$ cat config.mk
export PLATFORM = sky130hd
export DESIGN_NAME = axi_sram_bridge
export DESIGN_NICKNAME = d
export VERILOG_FILES = /design/src/design/sram_port_pkg.sv /design/src/design/axi_chan_pkg.sv /design/src/design/sram_req_if.sv /design/src/design/axi_sram_bridge.sv /design/src/design/sram_port_arbiter.sv /design/src/design/axi_read_engine.sv /design/src/design/axi_write_engine.sv /design/src/design/chan_fifo.sv
export VERILOG_INCLUDE_DIRS = /design/src /design/src/design
export SDC_FILE = /design/constraint.sdc
export NUM_CORES = 1
export LEC_CHECK = 0
export ABC_AREA = 1
export BUFFER_PORTS_ARGS = -buffer_cell sky130_fd_sc_hd__buf_2
export CAP_MARGIN = 5
export CORE_UTILIZATION = 58
export DETAILED_ROUTE_END_ITERATION = 8
export PLACE_DENSITY_LB_ADDON = 0.1
export SKIP_CTS_REPAIR_TIMING = 1
export SYNTH_ARGS = -nofsm -noshare
export SYNTH_HDL_FRONTEND = slang
export SYNTH_SLANG_ARGS = --single-unit
$ cat constraint.sdc
create_clock -name ACLK -period 4.5 [get_ports ACLK]
set_clock_uncertainty 0.05 [all_clocks]
set_input_delay 0.45 -clock ACLK [delete_from_list [all_inputs] [get_ports ACLK]]
set_output_delay 0.45 -clock ACLK [all_outputs]
set_load 0.02 [all_outputs]
$ cat src/design/axi_sram_settings.svh
`ifndef AXI_SRAM_SETTINGS_SVH
`define AXI_SRAM_SETTINGS_SVH

// AXI side widths
`define AXI_ADDR_W 32
`define AXI_DATA_W 32
`define AXI_ID_W 4
`define AXI_LEN_W 8

// SRAM word address, 8K words of 32 bits
`define SRAM_ADDR_W 13

// Entries in each channel buffer
`define CHAN_FIFO_DEPTH 4

`endif
$ cat src/design/sram_port_pkg.sv
`include "axi_sram_settings.svh"

package sram_port_pkg;

    typedef logic [`AXI_DATA_W-1:0]   sram_word_t;
    typedef logic [`SRAM_ADDR_W-1:0]  sram_addr_t;
    typedef logic [`AXI_DATA_W/8-1:0] sram_be_t;

    // Byte address to word address shift
    localparam int WORD_BYTES_LOG2 = $clog2(`AXI_DATA_W / 8);

endpackage

$ cat src/design/axi_chan_pkg.sv
`include "axi_sram_settings.svh"

package axi_chan_pkg;

    typedef logic [`AXI_ADDR_W-1:0] axi_addr_t;
    typedef logic [`AXI_ID_W-1:0]   axi_id_t;
    typedef logic [`AXI_LEN_W-1:0]  axi_len_t;
    typedef logic [1:0]             axi_resp_t;

    localparam axi_resp_t RESP_OKAY = 2'b00;

    // Shared by AW and AR, every burst is INCR with full-width beats
    typedef struct packed {
        axi_id_t   id;
        axi_addr_t addr;
        axi_len_t  len;
    } ax_beat_t;

    typedef struct packed {
        logic [`AXI_DATA_W-1:0]   data;
        logic [`AXI_DATA_W/8-1:0] strb;
        logic                     last;
    } w_beat_t;

    typedef struct packed {
        axi_id_t   id;
        axi_resp_t resp;
    } b_beat_t;

    typedef struct packed {
        axi_id_t                id;
        logic [`AXI_DATA_W-1:0] data;
        axi_resp_t              resp;
        logic                   last;
    } r_beat_t;

endpackage

$ cat src/design/sram_req_if.sv
`timescale 1ns/1ps

// One engine's request for the shared SRAM port
interface sram_req_if;
    import sram_port_pkg::*;

    logic       req_valid;
    logic       grant;
    logic       we;
    sram_addr_t addr;
    sram_word_t wdata;
    sram_be_t   be;

    // Fields stay stable until req_valid and grant meet
    modport engine
    (
        output req_valid,
        output we,
        output addr,
        output wdata,
        output be,
        input  grant
    );

    modport arbiter
    (
        input  req_valid,
        input  we,
        input  addr,
        input  wdata,
        input  be,
        output grant
    );

endinterface

$ cat src/design/axi_sram_bridge.sv
`timescale 1ns/1ps
`include "axi_sram_settings.svh"

module axi_sram_bridge
(
    input  logic                      ACLK,
    input  logic                      ARESETn,

    // ------------------------------
    // AXI write side
    // ------------------------------
    input  axi_chan_pkg::axi_id_t     awid_i,
    input  axi_chan_pkg::axi_addr_t   awaddr_i,
    input  axi_chan_pkg::axi_len_t    awlen_i,
    input  logic                      awvalid_i,
    output logic                      awready_o,

    input  logic [`AXI_DATA_W-1:0]    wdata_i,
    input  logic [`AXI_DATA_W/8-1:0]  wstrb_i,
    input  logic                      wlast_i,
    input  logic                      wvalid_i,
    output logic                      wready_o,

    output axi_chan_pkg::axi_id_t     bid_o,
    output axi_chan_pkg::axi_resp_t   bresp_o,
    output logic                      bvalid_o,
    input  logic                      bready_i,

    // ------------------------------
    // AXI read side
    // ------------------------------
    input  axi_chan_pkg::axi_id_t     arid_i,
    input  axi_chan_pkg::axi_addr_t   araddr_i,
    input  axi_chan_pkg::axi_len_t    arlen_i,
    input  logic                      arvalid_i,
    output logic                      arready_o,

    output axi_chan_pkg::axi_id_t     rid_o,
    output logic [`AXI_DATA_W-1:0]    rdata_o,
    output axi_chan_pkg::axi_resp_t   rresp_o,
    output logic                      rlast_o,
    output logic                      rvalid_o,
    input  logic                      rready_i,

    // Single-port SRAM
    output logic                      sram_cen_o,
    output logic                      sram_wen_o,
    output sram_port_pkg::sram_addr_t sram_addr_o,
    output sram_port_pkg::sram_word_t sram_wdata_o,
    output sram_port_pkg::sram_be_t   sram_be_o,
    input  sram_port_pkg::sram_word_t sram_rdata_i
);
    import axi_chan_pkg::*;

    localparam int FREE_W = $clog2(`CHAN_FIFO_DEPTH + 1);

    ax_beat_t          aw_in;
    ax_beat_t          aw_out;
    logic              aw_valid;
    logic              aw_ready;
    w_beat_t           w_in;
    w_beat_t           w_out;
    logic              w_valid;
    logic              w_ready;
    b_beat_t           b_in;
    b_beat_t           b_out;
    logic              b_valid;
    logic              b_ready;
    ax_beat_t          ar_in;
    ax_beat_t          ar_out;
    logic              ar_valid;
    logic              ar_ready;
    r_beat_t           r_in;
    r_beat_t           r_out;
    logic              r_valid;
    logic [FREE_W-1:0] r_free;

    sram_req_if wr_req ();
    sram_req_if rd_req ();

    // Flat ports to channel structs and back
    assign aw_in = '{id: awid_i, addr: awaddr_i, len: awlen_i};
    assign w_in  = '{data: wdata_i, strb: wstrb_i, last: wlast_i};
    assign ar_in = '{id: arid_i, addr: araddr_i, len: arlen_i};

    assign bid_o   = b_out.id;
    assign bresp_o = b_out.resp;
    assign rid_o   = r_out.id;
    assign rdata_o = r_out.data;
    assign rresp_o = r_out.resp;
    assign rlast_o = r_out.last;

    // ------------------------------
    // Channel buffers
    // ------------------------------
    chan_fifo #(.payload_t (ax_beat_t), .DEPTH (`CHAN_FIFO_DEPTH)) fifo_aw
    (
        .ACLK        (ACLK),
        .ARESETn     (ARESETn),
        .in_valid_i  (awvalid_i),
        .in_data_i   (aw_in),
        .in_ready_o  (awready_o),
        .out_valid_o (aw_valid),
        .out_data_o  (aw_out),
        .out_ready_i (aw_ready),
        .free_o      ()
    );

    chan_fifo #(.payload_t (w_beat_t), .DEPTH (`CHAN_FIFO_DEPTH)) fifo_w
    (
        .ACLK        (ACLK),
        .ARESETn     (ARESETn),
        .in_valid_i  (wvalid_i),
        .in_data_i   (w_in),
        .in_ready_o  (wready_o),
        .out_valid_o (w_valid),
        .out_data_o  (w_out),
        .out_ready_i (w_ready),
        .free_o      ()
    );

    chan_fifo #(.payload_t (b_beat_t), .DEPTH (`CHAN_FIFO_DEPTH)) fifo_b
    (
        .ACLK        (ACLK),
        .ARESETn     (ARESETn),
        .in_valid_i  (b_valid),
        .in_data_i   (b_in),
        .in_ready_o  (b_ready),
        .out_valid_o (bvalid_o),
        .out_data_o  (b_out),
        .out_ready_i (bready_i),
        .free_o      ()
    );

    chan_fifo #(.payload_t (ax_beat_t), .DEPTH (`CHAN_FIFO_DEPTH)) fifo_ar
    (
        .ACLK        (ACLK),
        .ARESETn     (ARESETn),
        .in_valid_i  (arvalid_i),
        .in_data_i   (ar_in),
        .in_ready_o  (arready_o),
        .out_valid_o (ar_valid),
        .out_data_o  (ar_out),
        .out_ready_i (ar_ready),
        .free_o      ()
    );

    // Read engine never pushes without a free slot
    chan_fifo #(.payload_t (r_beat_t), .DEPTH (`CHAN_FIFO_DEPTH)) fifo_r
    (
        .ACLK        (ACLK),
        .ARESETn     (ARESETn),
        .in_valid_i  (r_valid),
        .in_data_i   (r_in),
        .in_ready_o  (),
        .out_valid_o (rvalid_o),
        .out_data_o  (r_out),
        .out_ready_i (rready_i),
        .free_o      (r_free)
    );

    // ------------------------------
    // Engines and port arbiter
    // ------------------------------
    axi_write_engine i_write_engine
    (
        .ACLK       (ACLK),
        .ARESETn    (ARESETn),
        .aw_valid_i (aw_valid),
        .aw_beat_i  (aw_out),
        .aw_ready_o (aw_ready),
        .w_valid_i  (w_valid),
        .w_beat_i   (w_out),
        .w_ready_o  (w_ready),
        .b_valid_o  (b_valid),
        .b_beat_o   (b_in),
        .b_ready_i  (b_ready),
        .mem        (wr_req.engine)
    );

    axi_read_engine i_read_engine
    (
        .ACLK         (ACLK),
        .ARESETn      (ARESETn),
        .ar_valid_i   (ar_valid),
        .ar_beat_i    (ar_out),
        .ar_ready_o   (ar_ready),
        .r_valid_o    (r_valid),
        .r_beat_o     (r_in),
        .r_free_i     (r_free),
        .sram_rdata_i (sram_rdata_i),
        .mem          (rd_req.engine)
    );

    sram_port_arbiter i_port_arbiter
    (
        .ACLK         (ACLK),
        .ARESETn      (ARESETn),
        .wr           (wr_req.arbiter),
        .rd           (rd_req.arbiter),
        .sram_cen_o   (sram_cen_o),
        .sram_wen_o   (sram_wen_o),
        .sram_addr_o  (sram_addr_o),
        .sram_wdata_o (sram_wdata_o),
        .sram_be_o    (sram_be_o)
    );

endmodule

$ cat src/design/sram_port_arbiter.sv
`timescale 1ns/1ps

module sram_port_arbiter
(
    input  logic                      ACLK,
    input  logic                      ARESETn,

    sram_req_if.arbiter               wr,
    sram_req_if.arbiter               rd,

    // SRAM pins, cen and wen active low
    output logic                      sram_cen_o,
    output logic                      sram_wen_o,
    output sram_port_pkg::sram_addr_t sram_addr_o,
    output sram_port_pkg::sram_word_t sram_wdata_o,
    output sram_port_pkg::sram_be_t   sram_be_o
);

    logic rr_flag_q;
    logic grant_wr;
    logic grant_rd;

    // Flag low favours write, flag high favours read
    assign grant_wr = wr.req_valid && (!rr_flag_q || !rd.req_valid);
    assign grant_rd = rd.req_valid && (rr_flag_q || !wr.req_valid);

    assign wr.grant = grant_wr;
    assign rd.grant = grant_rd;

    // ------------------------------
    // Pin multiplexer
    // ------------------------------
    always_comb
    begin
        sram_cen_o = !(grant_wr || grant_rd);
        if (grant_rd)
        begin
            // Read engine presents full byte enables
            sram_wen_o   = !rd.we;
            sram_addr_o  = rd.addr;
            sram_wdata_o = rd.wdata;
            sram_be_o    = rd.be;
        end
        else
        begin
            sram_wen_o   = !wr.we;
            sram_addr_o  = wr.addr;
            sram_wdata_o = wr.wdata;
            sram_be_o    = wr.be;
        end
    end

    // Swap priority after every access
    always_ff @(posedge ACLK or negedge ARESETn)
    begin
        if (!ARESETn)
            rr_flag_q <= 1'b0;
        else if (!sram_cen_o)
            rr_flag_q <= !rr_flag_q;
    end

endmodule

$ cat src/design/axi_read_engine.sv
`timescale 1ns/1ps
`include "axi_sram_settings.svh"

module axi_read_engine
(
    input  logic                                  ACLK,
    input  logic                                  ARESETn,

    // Burst address from the AR FIFO
    input  logic                                  ar_valid_i,
    input  axi_chan_pkg::ax_beat_t                ar_beat_i,
    output logic                                  ar_ready_o,

    // Beats into the R FIFO, room is judged from its free count
    output logic                                  r_valid_o,
    output axi_chan_pkg::r_beat_t                 r_beat_o,
    input  logic [$clog2(`CHAN_FIFO_DEPTH+1)-1:0] r_free_i,

    input  sram_port_pkg::sram_word_t             sram_rdata_i,
    sram_req_if.engine                            mem
);
    import axi_chan_pkg::*;
    import sram_port_pkg::*;

    localparam int FREE_W = $clog2(`CHAN_FIFO_DEPTH + 1);

    logic       busy_q;
    logic       issue_done_q;
    logic       cap_q;
    axi_id_t    id_q;
    axi_len_t   len_q;
    axi_len_t   issue_idx_q;
    axi_len_t   cap_idx_q;
    sram_addr_t addr_q;
    logic       ar_fire;
    logic       rd_fire;
    logic       last_cap;

    assign ar_ready_o = !busy_q;
    assign ar_fire    = ar_valid_i && ar_ready_o;

    // ------------------------------
    // SRAM read request
    // ------------------------------
    // A beat returning this cycle still needs its own slot
    assign mem.req_valid = busy_q && !issue_done_q && (r_free_i > FREE_W'(cap_q));
    assign mem.we        = 1'b0;
    assign mem.addr      = addr_q;
    assign mem.wdata     = '0;
    assign mem.be        = '1;

    assign rd_fire = mem.req_valid && mem.grant;

    // Data arrives one cycle after our grant and goes straight into the FIFO
    assign last_cap  = (cap_idx_q == len_q);
    assign r_valid_o = cap_q;
    assign r_beat_o  = '{id: id_q, data: sram_rdata_i, resp: RESP_OKAY, last: last_cap};

    always_ff @(posedge ACLK or negedge ARESETn)
    begin
        if (!ARESETn)
        begin
            busy_q       <= 1'b0;
            issue_done_q <= 1'b0;
            cap_q        <= 1'b0;
            issue_idx_q  <= '0;
            cap_idx_q    <= '0;
        end
        else
        begin
            cap_q <= rd_fire;
            if (ar_fire)
            begin
                busy_q       <= 1'b1;
                issue_done_q <= 1'b0;
                issue_idx_q  <= '0;
                cap_idx_q    <= '0;
            end
            else
            begin
                if (rd_fire)
                begin
                    issue_idx_q <= issue_idx_q + 1'b1;
                    if (issue_idx_q == len_q)
                        issue_done_q <= 1'b1;
                end
                // Burst ends when its last beat is captured
                if (cap_q)
                begin
                    cap_idx_q <= cap_idx_q + 1'b1;
                    if (last_cap)
                        busy_q <= 1'b0;
                end
            end
        end
    end

    always_ff @(posedge ACLK)
    begin
        if (ar_fire)
        begin
            id_q   <= ar_beat_i.id;
            len_q  <= ar_beat_i.len;
            addr_q <= ar_beat_i.addr[WORD_BYTES_LOG2 +: $bits(sram_addr_t)];
        end
        else if (rd_fire)
        begin
            addr_q <= addr_q + 1'b1;
        end
    end

endmodule

$ cat src/design/axi_write_engine.sv
`timescale 1ns/1ps

module axi_write_engine
(
    input  logic                   ACLK,
    input  logic                   ARESETn,

    // Burst address from the AW FIFO
    input  logic                   aw_valid_i,
    input  axi_chan_pkg::ax_beat_t aw_beat_i,
    output logic                   aw_ready_o,

    // Data beats from the W FIFO
    input  logic                   w_valid_i,
    input  axi_chan_pkg::w_beat_t  w_beat_i,
    output logic                   w_ready_o,

    // Response into the B FIFO
    output logic                   b_valid_o,
    output axi_chan_pkg::b_beat_t  b_beat_o,
    input  logic                   b_ready_i,

    sram_req_if.engine             mem
);
    import axi_chan_pkg::*;
    import sram_port_pkg::*;

    typedef enum logic [1:0] {S_IDLE, S_DATA, S_RESP} wr_state_e;

    wr_state_e  state_q;
    wr_state_e  state_d;
    axi_id_t    id_q;
    sram_addr_t addr_q;
    logic       aw_fire;
    logic       w_fire;

    // A new burst waits for room in the B FIFO
    assign aw_ready_o = (state_q == S_IDLE) && b_ready_i;
    assign aw_fire    = aw_valid_i && aw_ready_o;

    // ------------------------------
    // SRAM write request
    // ------------------------------
    assign mem.req_valid = (state_q == S_DATA) && w_valid_i;
    assign mem.we        = 1'b1;
    assign mem.addr      = addr_q;
    assign mem.wdata     = w_beat_i.data;
    assign mem.be        = w_beat_i.strb;

    // W beat leaves the FIFO in the grant cycle
    assign w_fire    = mem.req_valid && mem.grant;
    assign w_ready_o = w_fire;

    assign b_valid_o = (state_q == S_RESP);
    assign b_beat_o  = '{id: id_q, resp: RESP_OKAY};

    always_comb
    begin
        state_d = state_q;
        case (state_q)
            S_IDLE:
                if (aw_fire)
                    state_d = S_DATA;
            S_DATA:
                if (w_fire && w_beat_i.last)
                    state_d = S_RESP;
            S_RESP:
                if (b_ready_i)
                    state_d = S_IDLE;
            default:
                state_d = S_IDLE;
        endcase
    end

    always_ff @(posedge ACLK or negedge ARESETn)
    begin
        if (!ARESETn)
            state_q <= S_IDLE;
        else
            state_q <= state_d;
    end

    // Beat k goes to the start word plus k
    always_ff @(posedge ACLK)
    begin
        if (aw_fire)
        begin
            id_q   <= aw_beat_i.id;
            addr_q <= aw_beat_i.addr[WORD_BYTES_LOG2 +: $bits(sram_addr_t)];
        end
        else if (w_fire)
        begin
            addr_q <= addr_q + 1'b1;
        end
    end

endmodule

$ cat src/design/chan_fifo.sv
`timescale 1ns/1ps

module chan_fifo
#(
    parameter type payload_t = logic,
    parameter int  DEPTH     = 4
)
(
    input  logic                         ACLK,
    input  logic                         ARESETn,

    input  logic                         in_valid_i,
    input  payload_t                     in_data_i,
    output logic                         in_ready_o,

    output logic                         out_valid_o,
    output payload_t                     out_data_o,
    input  logic                         out_ready_i,

    output logic [$clog2(DEPTH+1)-1:0]   free_o
);

    localparam int PTR_W = (DEPTH > 1) ? $clog2(DEPTH) : 1;
    localparam int CNT_W = $clog2(DEPTH + 1);

    payload_t         mem [DEPTH];
    logic [PTR_W-1:0] wr_ptr_q;
    logic [PTR_W-1:0] rd_ptr_q;
    logic [CNT_W-1:0] count_q;
    logic             push;
    logic             pop;

    assign in_ready_o  = (count_q != CNT_W'(DEPTH));
    assign out_valid_o = (count_q != '0);
    assign out_data_o  = mem[rd_ptr_q];
    assign free_o      = CNT_W'(DEPTH) - count_q;

    assign push = in_valid_i && in_ready_o;
    assign pop  = out_valid_o && out_ready_i;

    always_ff @(posedge ACLK)
    begin
        if (push)
            mem[wr_ptr_q] <= in_data_i;
    end

    // ------------------------------
    // Pointers and occupancy
    // ------------------------------
    always_ff @(posedge ACLK or negedge ARESETn)
    begin
        if (!ARESETn)
        begin
            wr_ptr_q <= '0;
            rd_ptr_q <= '0;
            count_q  <= '0;
        end
        else
        begin
            if (push)
                wr_ptr_q <= (wr_ptr_q == PTR_W'(DEPTH - 1)) ? '0 : wr_ptr_q + 1'b1;
            if (pop)
                rd_ptr_q <= (rd_ptr_q == PTR_W'(DEPTH - 1)) ? '0 : rd_ptr_q + 1'b1;
            if (push && !pop)
                count_q <= count_q + 1'b1;
            else if (pop && !push)
                count_q <= count_q - 1'b1;
        end
    end

endmodule

==> flow_results.xml <==
<?xml version="1.0" encoding="UTF-8"?>
<metrics>
  <group name="outcome">
    <metric name="run_status" unit="">complete, no violations</metric>
  </group>
  <group name="synth">
    <metric name="synth_edf_count" unit="">522</metric>
    <metric name="synth-async-reset-ratio" unit="%">9.84</metric>
    <metric name="postSynthCellCount" unit="">1928</metric>
    <metric name="ys_seq_elements" unit="">579</metric>
    <metric name="ys_seq_area_share" unit="%">71.8</metric>
    <metric name="postSynthAreaPerCell" unit="sq um">12.4</metric>
    <metric name="synthDistinctLibCells" unit="">45</metric>
    <metric name="yosysWarnings" unit="">0</metric>
    <metric name="mappedNetlistArea" unit="sq um">23800</metric>
    <metric name="ys.flop_type" unit="">edfxtp_1</metric>
  </group>
  <group name="floorplan">
    <metric name="dieHeight" unit="microns">205</metric>
    <metric name="number_of_placement_rows" unit="">73</metric>
    <metric name="top_level_port_count" unit="">265</metric>
    <metric name="core_footprint" unit="sq um">40100</metric>
    <metric name="initial_utilization" unit="%">59.4</metric>
    <metric name="die_w" unit="microns">205</metric>
    <metric name="design.die.area" unit="sq um">41900</metric>
  </group>
  <group name="cts">
    <metric name="clkLatencyLatePin" unit="ns">0.60</metric>
    <metric name="cts_tree" unit="">built</metric>
    <metric name="path_clk_slew" unit="ns">0.06</metric>
    <metric name="max-clock-path-buffers" unit="">3</metric>
    <metric name="cts_htree_levels" unit="">2</metric>
    <metric name="numCtsBuffers" unit="">57</metric>
    <metric name="cts_sinks" unit="">579</metric>
    <metric name="clk_root_buffer_cell" unit="">clkbuf_16</metric>
  </group>
  <group name="power">
    <metric name="power.density_cell_area" unit="nW/um^2">743</metric>
    <metric name="power.total" unit="mW">20.6</metric>
    <metric name="p_leak" unit="nW">10.6</metric>
    <metric name="max-vdd-ir-drop" unit="mV">0.779</metric>
  </group>
  <group name="placed_design">
    <metric name="post-dp-hpwl" unit="microns">30000</metric>
    <metric name="place.gp.congestion" unit="">0.827</metric>
    <metric name="numPlacedInstances" unit="">2602</metric>
    <metric name="dp_slack" unit="ns">1.53</metric>
    <metric name="dpl_cell_area" unit="sq um">25300</metric>
    <metric name="port-buffer-count" unit="">214</metric>
  </group>
  <group name="global_routing">
    <metric name="track_usage" unit="%">23.6</metric>
    <metric name="grt.overflow.total" unit="">0</metric>
    <metric name="grt_max_degree" unit="">77</metric>
    <metric name="grt_antenna_before_repair" unit="">6</metric>
    <metric name="grt_first_pass_wirelength" unit="microns">75900</metric>
    <metric name="grt_pass1_vias" unit="">14400</metric>
  </group>
  <group name="worst_setup_path">
    <metric name="crit-reg2reg-capture" unit="">fifo_r.mem[2][20]</metric>
    <metric name="critical_path.slowest_cell" unit="">buf_4</metric>
    <metric name="criticalPathCategory" unit="">flop to primary output</metric>
    <metric name="timing.reg2reg.worst_path_depth" unit="">7</metric>
    <metric name="worst_r2r_startpoint" unit="">fifo_r.count_q[0]</metric>
    <metric name="kind_of_cell_with_the_highest_combined_delay_on_the_critical_path" unit="">buffers and inverters</metric>
    <metric name="ff2ff_setup_slack" unit="ns">1.70</metric>
    <metric name="worstPathBufferInverterCount" unit="">3</metric>
    <metric name="cp.arrival" unit="ns">3.09</metric>
    <metric name="cp_cell_sequence" unit="">inv_1, ha_1, ha_1, nand2_1, nor2_1, nor2_1, nand2_2, buf_4, o221ai_1, buf_2</metric>
    <metric name="critical_path.max_fanout" unit="">42</metric>
    <metric name="timing.critical_path.slowest_cell_delay" unit="ns">0.52</metric>
    <metric name="cp-end-kind" unit="">primary output</metric>
    <metric name="critical_path.startpoint_type" unit="">flop</metric>
    <metric name="worstPathRequired" unit="ns">4.00</metric>
  </group>
  <group name="timing">
    <metric name="final_hold_viol_count" unit="">0</metric>
    <metric name="worst-slew-pin-transition" unit="ns">1.12</metric>
    <metric name="final_min_period_over_clock_period" unit="%">79.7</metric>
    <metric name="slew_viol_final" unit="">0</metric>
    <metric name="final_period_minus_worst_setup_slack" unit="ns">3.59</metric>
    <metric name="setup-violations-final" unit="">0</metric>
    <metric name="fin_setup_tns" unit="ns">0</metric>
    <metric name="max-slew-margin-rel" unit="%">25.3</metric>
    <metric name="finalWorstSetupSlack" unit="ns">0.911</metric>
    <metric name="max_freq" unit="MHz">279</metric>
    <metric name="hold-worst-slack" unit="ns">0.0110</metric>
    <metric name="rsz_0062_raised_after_global_routing" unit="">no</metric>
  </group>
  <group name="route">
    <metric name="route.antenna.remaining_nets" unit="">0</metric>
    <metric name="vias" unit="">15100</metric>
    <metric name="detail_route.wl_per_cell" unit="microns">17.7</metric>
    <metric name="drt_iter0_markers" unit="">1191</metric>
    <metric name="length_of_the_first_detailed_routing_pass_in_iterations" unit="">5</metric>
    <metric name="wl" unit="microns">48900</metric>
    <metric name="via_per_inst" unit="">5.47</metric>
    <metric name="drcViolationCount" unit="">0</metric>
  </group>
  <group name="min_path">
    <metric name="number_of_cells_on_the_worst_hold_path" unit="">1</metric>
    <metric name="kind_of_path_behind_the_tightest_hold_check" unit="">input port to flop</metric>
    <metric name="hold_path.startpoint" unit="">arlen_i[1]</metric>
    <metric name="holdPathEnd" unit="">fifo_ar.mem[3][1]</metric>
  </group>
  <group name="final_layout">
    <metric name="share_of_layout_cells_above_drive_strength_1" unit="%">16.4</metric>
    <metric name="flow.area_growth_from_synthesis" unit="%">16.1</metric>
    <metric name="finalCoreUtilization" unit="%">69.0</metric>
    <metric name="finalNetCount" unit="">2392</metric>
    <metric name="postLayoutCellArea" unit="sq um">27700</metric>
    <metric name="final_cells" unit="">2760</metric>
  </group>
  <group name="job">
    <metric name="cap_viol_max_count" unit="">0</metric>
  </group>
</metrics>
[flip-flops by register name, summed over array words and instances (netlist names), 4 cells and up]
name / count
fifo_ar.mem: 100
i_read_engine.cap_idx_q: 8
i_write_engine.id_q: 4
fifo_r.mem: 148
i_read_engine.mem.addr: 13
i_write_engine.mem.addr: 13
fifo_aw.mem: 68
i_read_engine.len_q: 8
fifo_b.mem: 16
i_read_engine.id_q: 4
fifo_w.mem: 148
i_read_engine.issue_idx_q: 8
[cells in the mapped netlist, types with 12 or more instances]
master    count  area share (%)
nor2_1      320             5.0
xor2_1       15            0.55
buf_4        18            0.57
o21ai_0     224             4.7
o21ai_1      31            0.65
o22ai_1      73             1.9
a21oi_1      16            0.34
o32ai_1      32             1.2
edfxtp_1    522              66
buf_2        37            0.78
nand2_1     230             3.6
inv_1       142             2.2
dfrtp_1      57             6.0
clkbuf_1     28            0.44
nand3_1      49             1.0
xnor2_1      12            0.44
ha_1         38             2.0
[cells by family after synthesis]
family,count (synthesis),synth area share [%]
mux,6,0.263
compound gates,388,9.20
flops,579,71.8
xor+xnor,27,0.993
buf+inv,247,4.55
other cells,1,0.0157
simple gates,637,10.8
fa+ha+maj,43,2.42
[placed cells by master, fill, tap and decap left out, drive strengths merged, types with 11 or more instances in the layout]
master / netlist / routed
o22ai: 73 / 73
nor2: 324 / 324
o21ai: 255 / 255
nand3: 50 / 50
buf: 61 / 238
o32ai: 32 / 32
nand4: 11 / 11
dlygate4sd3: 0 / 49
a21oi: 16 / 16
xnor2: 12 / 12
ha: 38 / 38
clkinv: 1 / 21
clkbuf: 31 / 77
nor3: 13 / 13
xor2: 15 / 15
nand2: 232 / 232
dfrtp: 57 / 57
edfxtp: 522 / 522
inv: 154 / 157
[power breakdown]
group          leakage, nW  internal (mW)  switching, mW
clock network        0.891           2.67           1.93
logic                 4.21           2.29           5.42
registers             5.50           7.57          0.677
[worst reg2reg max path, stage by stage (launching register included)]
cell	delay, ns
dfrtp_1	0.40
inv_1	0.08
ha_1	0.22
ha_1	0.18
nor2_1	0.27
inv_1	0.25
nor2_4	0.74
buf_4	0.32
[worst max path at each step]
stage               cells past startpoint         startpoint  slack (ns)          endpoint
floorplan                               6  fifo_r.count_q[0]        1.26  fifo_r.mem[0][0]
global placement                       10  fifo_r.count_q[0]        1.56      sram_be_o[1]
detailed placement                     10  fifo_r.count_q[0]        1.53      sram_be_o[1]
CTS                                    10  fifo_r.count_q[0]        0.88      sram_be_o[1]
global route                           10  fifo_r.count_q[0]        0.69      sram_be_o[1]
finish                                 10  fifo_r.count_q[0]        0.91      sram_be_o[1]
[routing by layer]
layer / wire, microns / global-route usage, % / vias up
met5: 63 / 0 / -
met4: 1270 / 7.41 / 10
met3: 3380 / 5.35 / 96
met2: 23500 / 38.4 / 412
met1: 20700 / 31.6 / 7261
li1: - / - / 7329
[area by class of cell]
type | count | area, sq um
antenna | 3 | 7.51
clock buffer | 77 | 1530
inverter | 155 | 584
sequential | 579 | 17100
timing repair buffer | 287 | 1740
clock inverter | 29 | 285
fill | 2864 | 12400
tap | 525 | 657
multi-input combinational | 1105 | 5750
No activity file was read; power rests on OpenSTA's default activity.
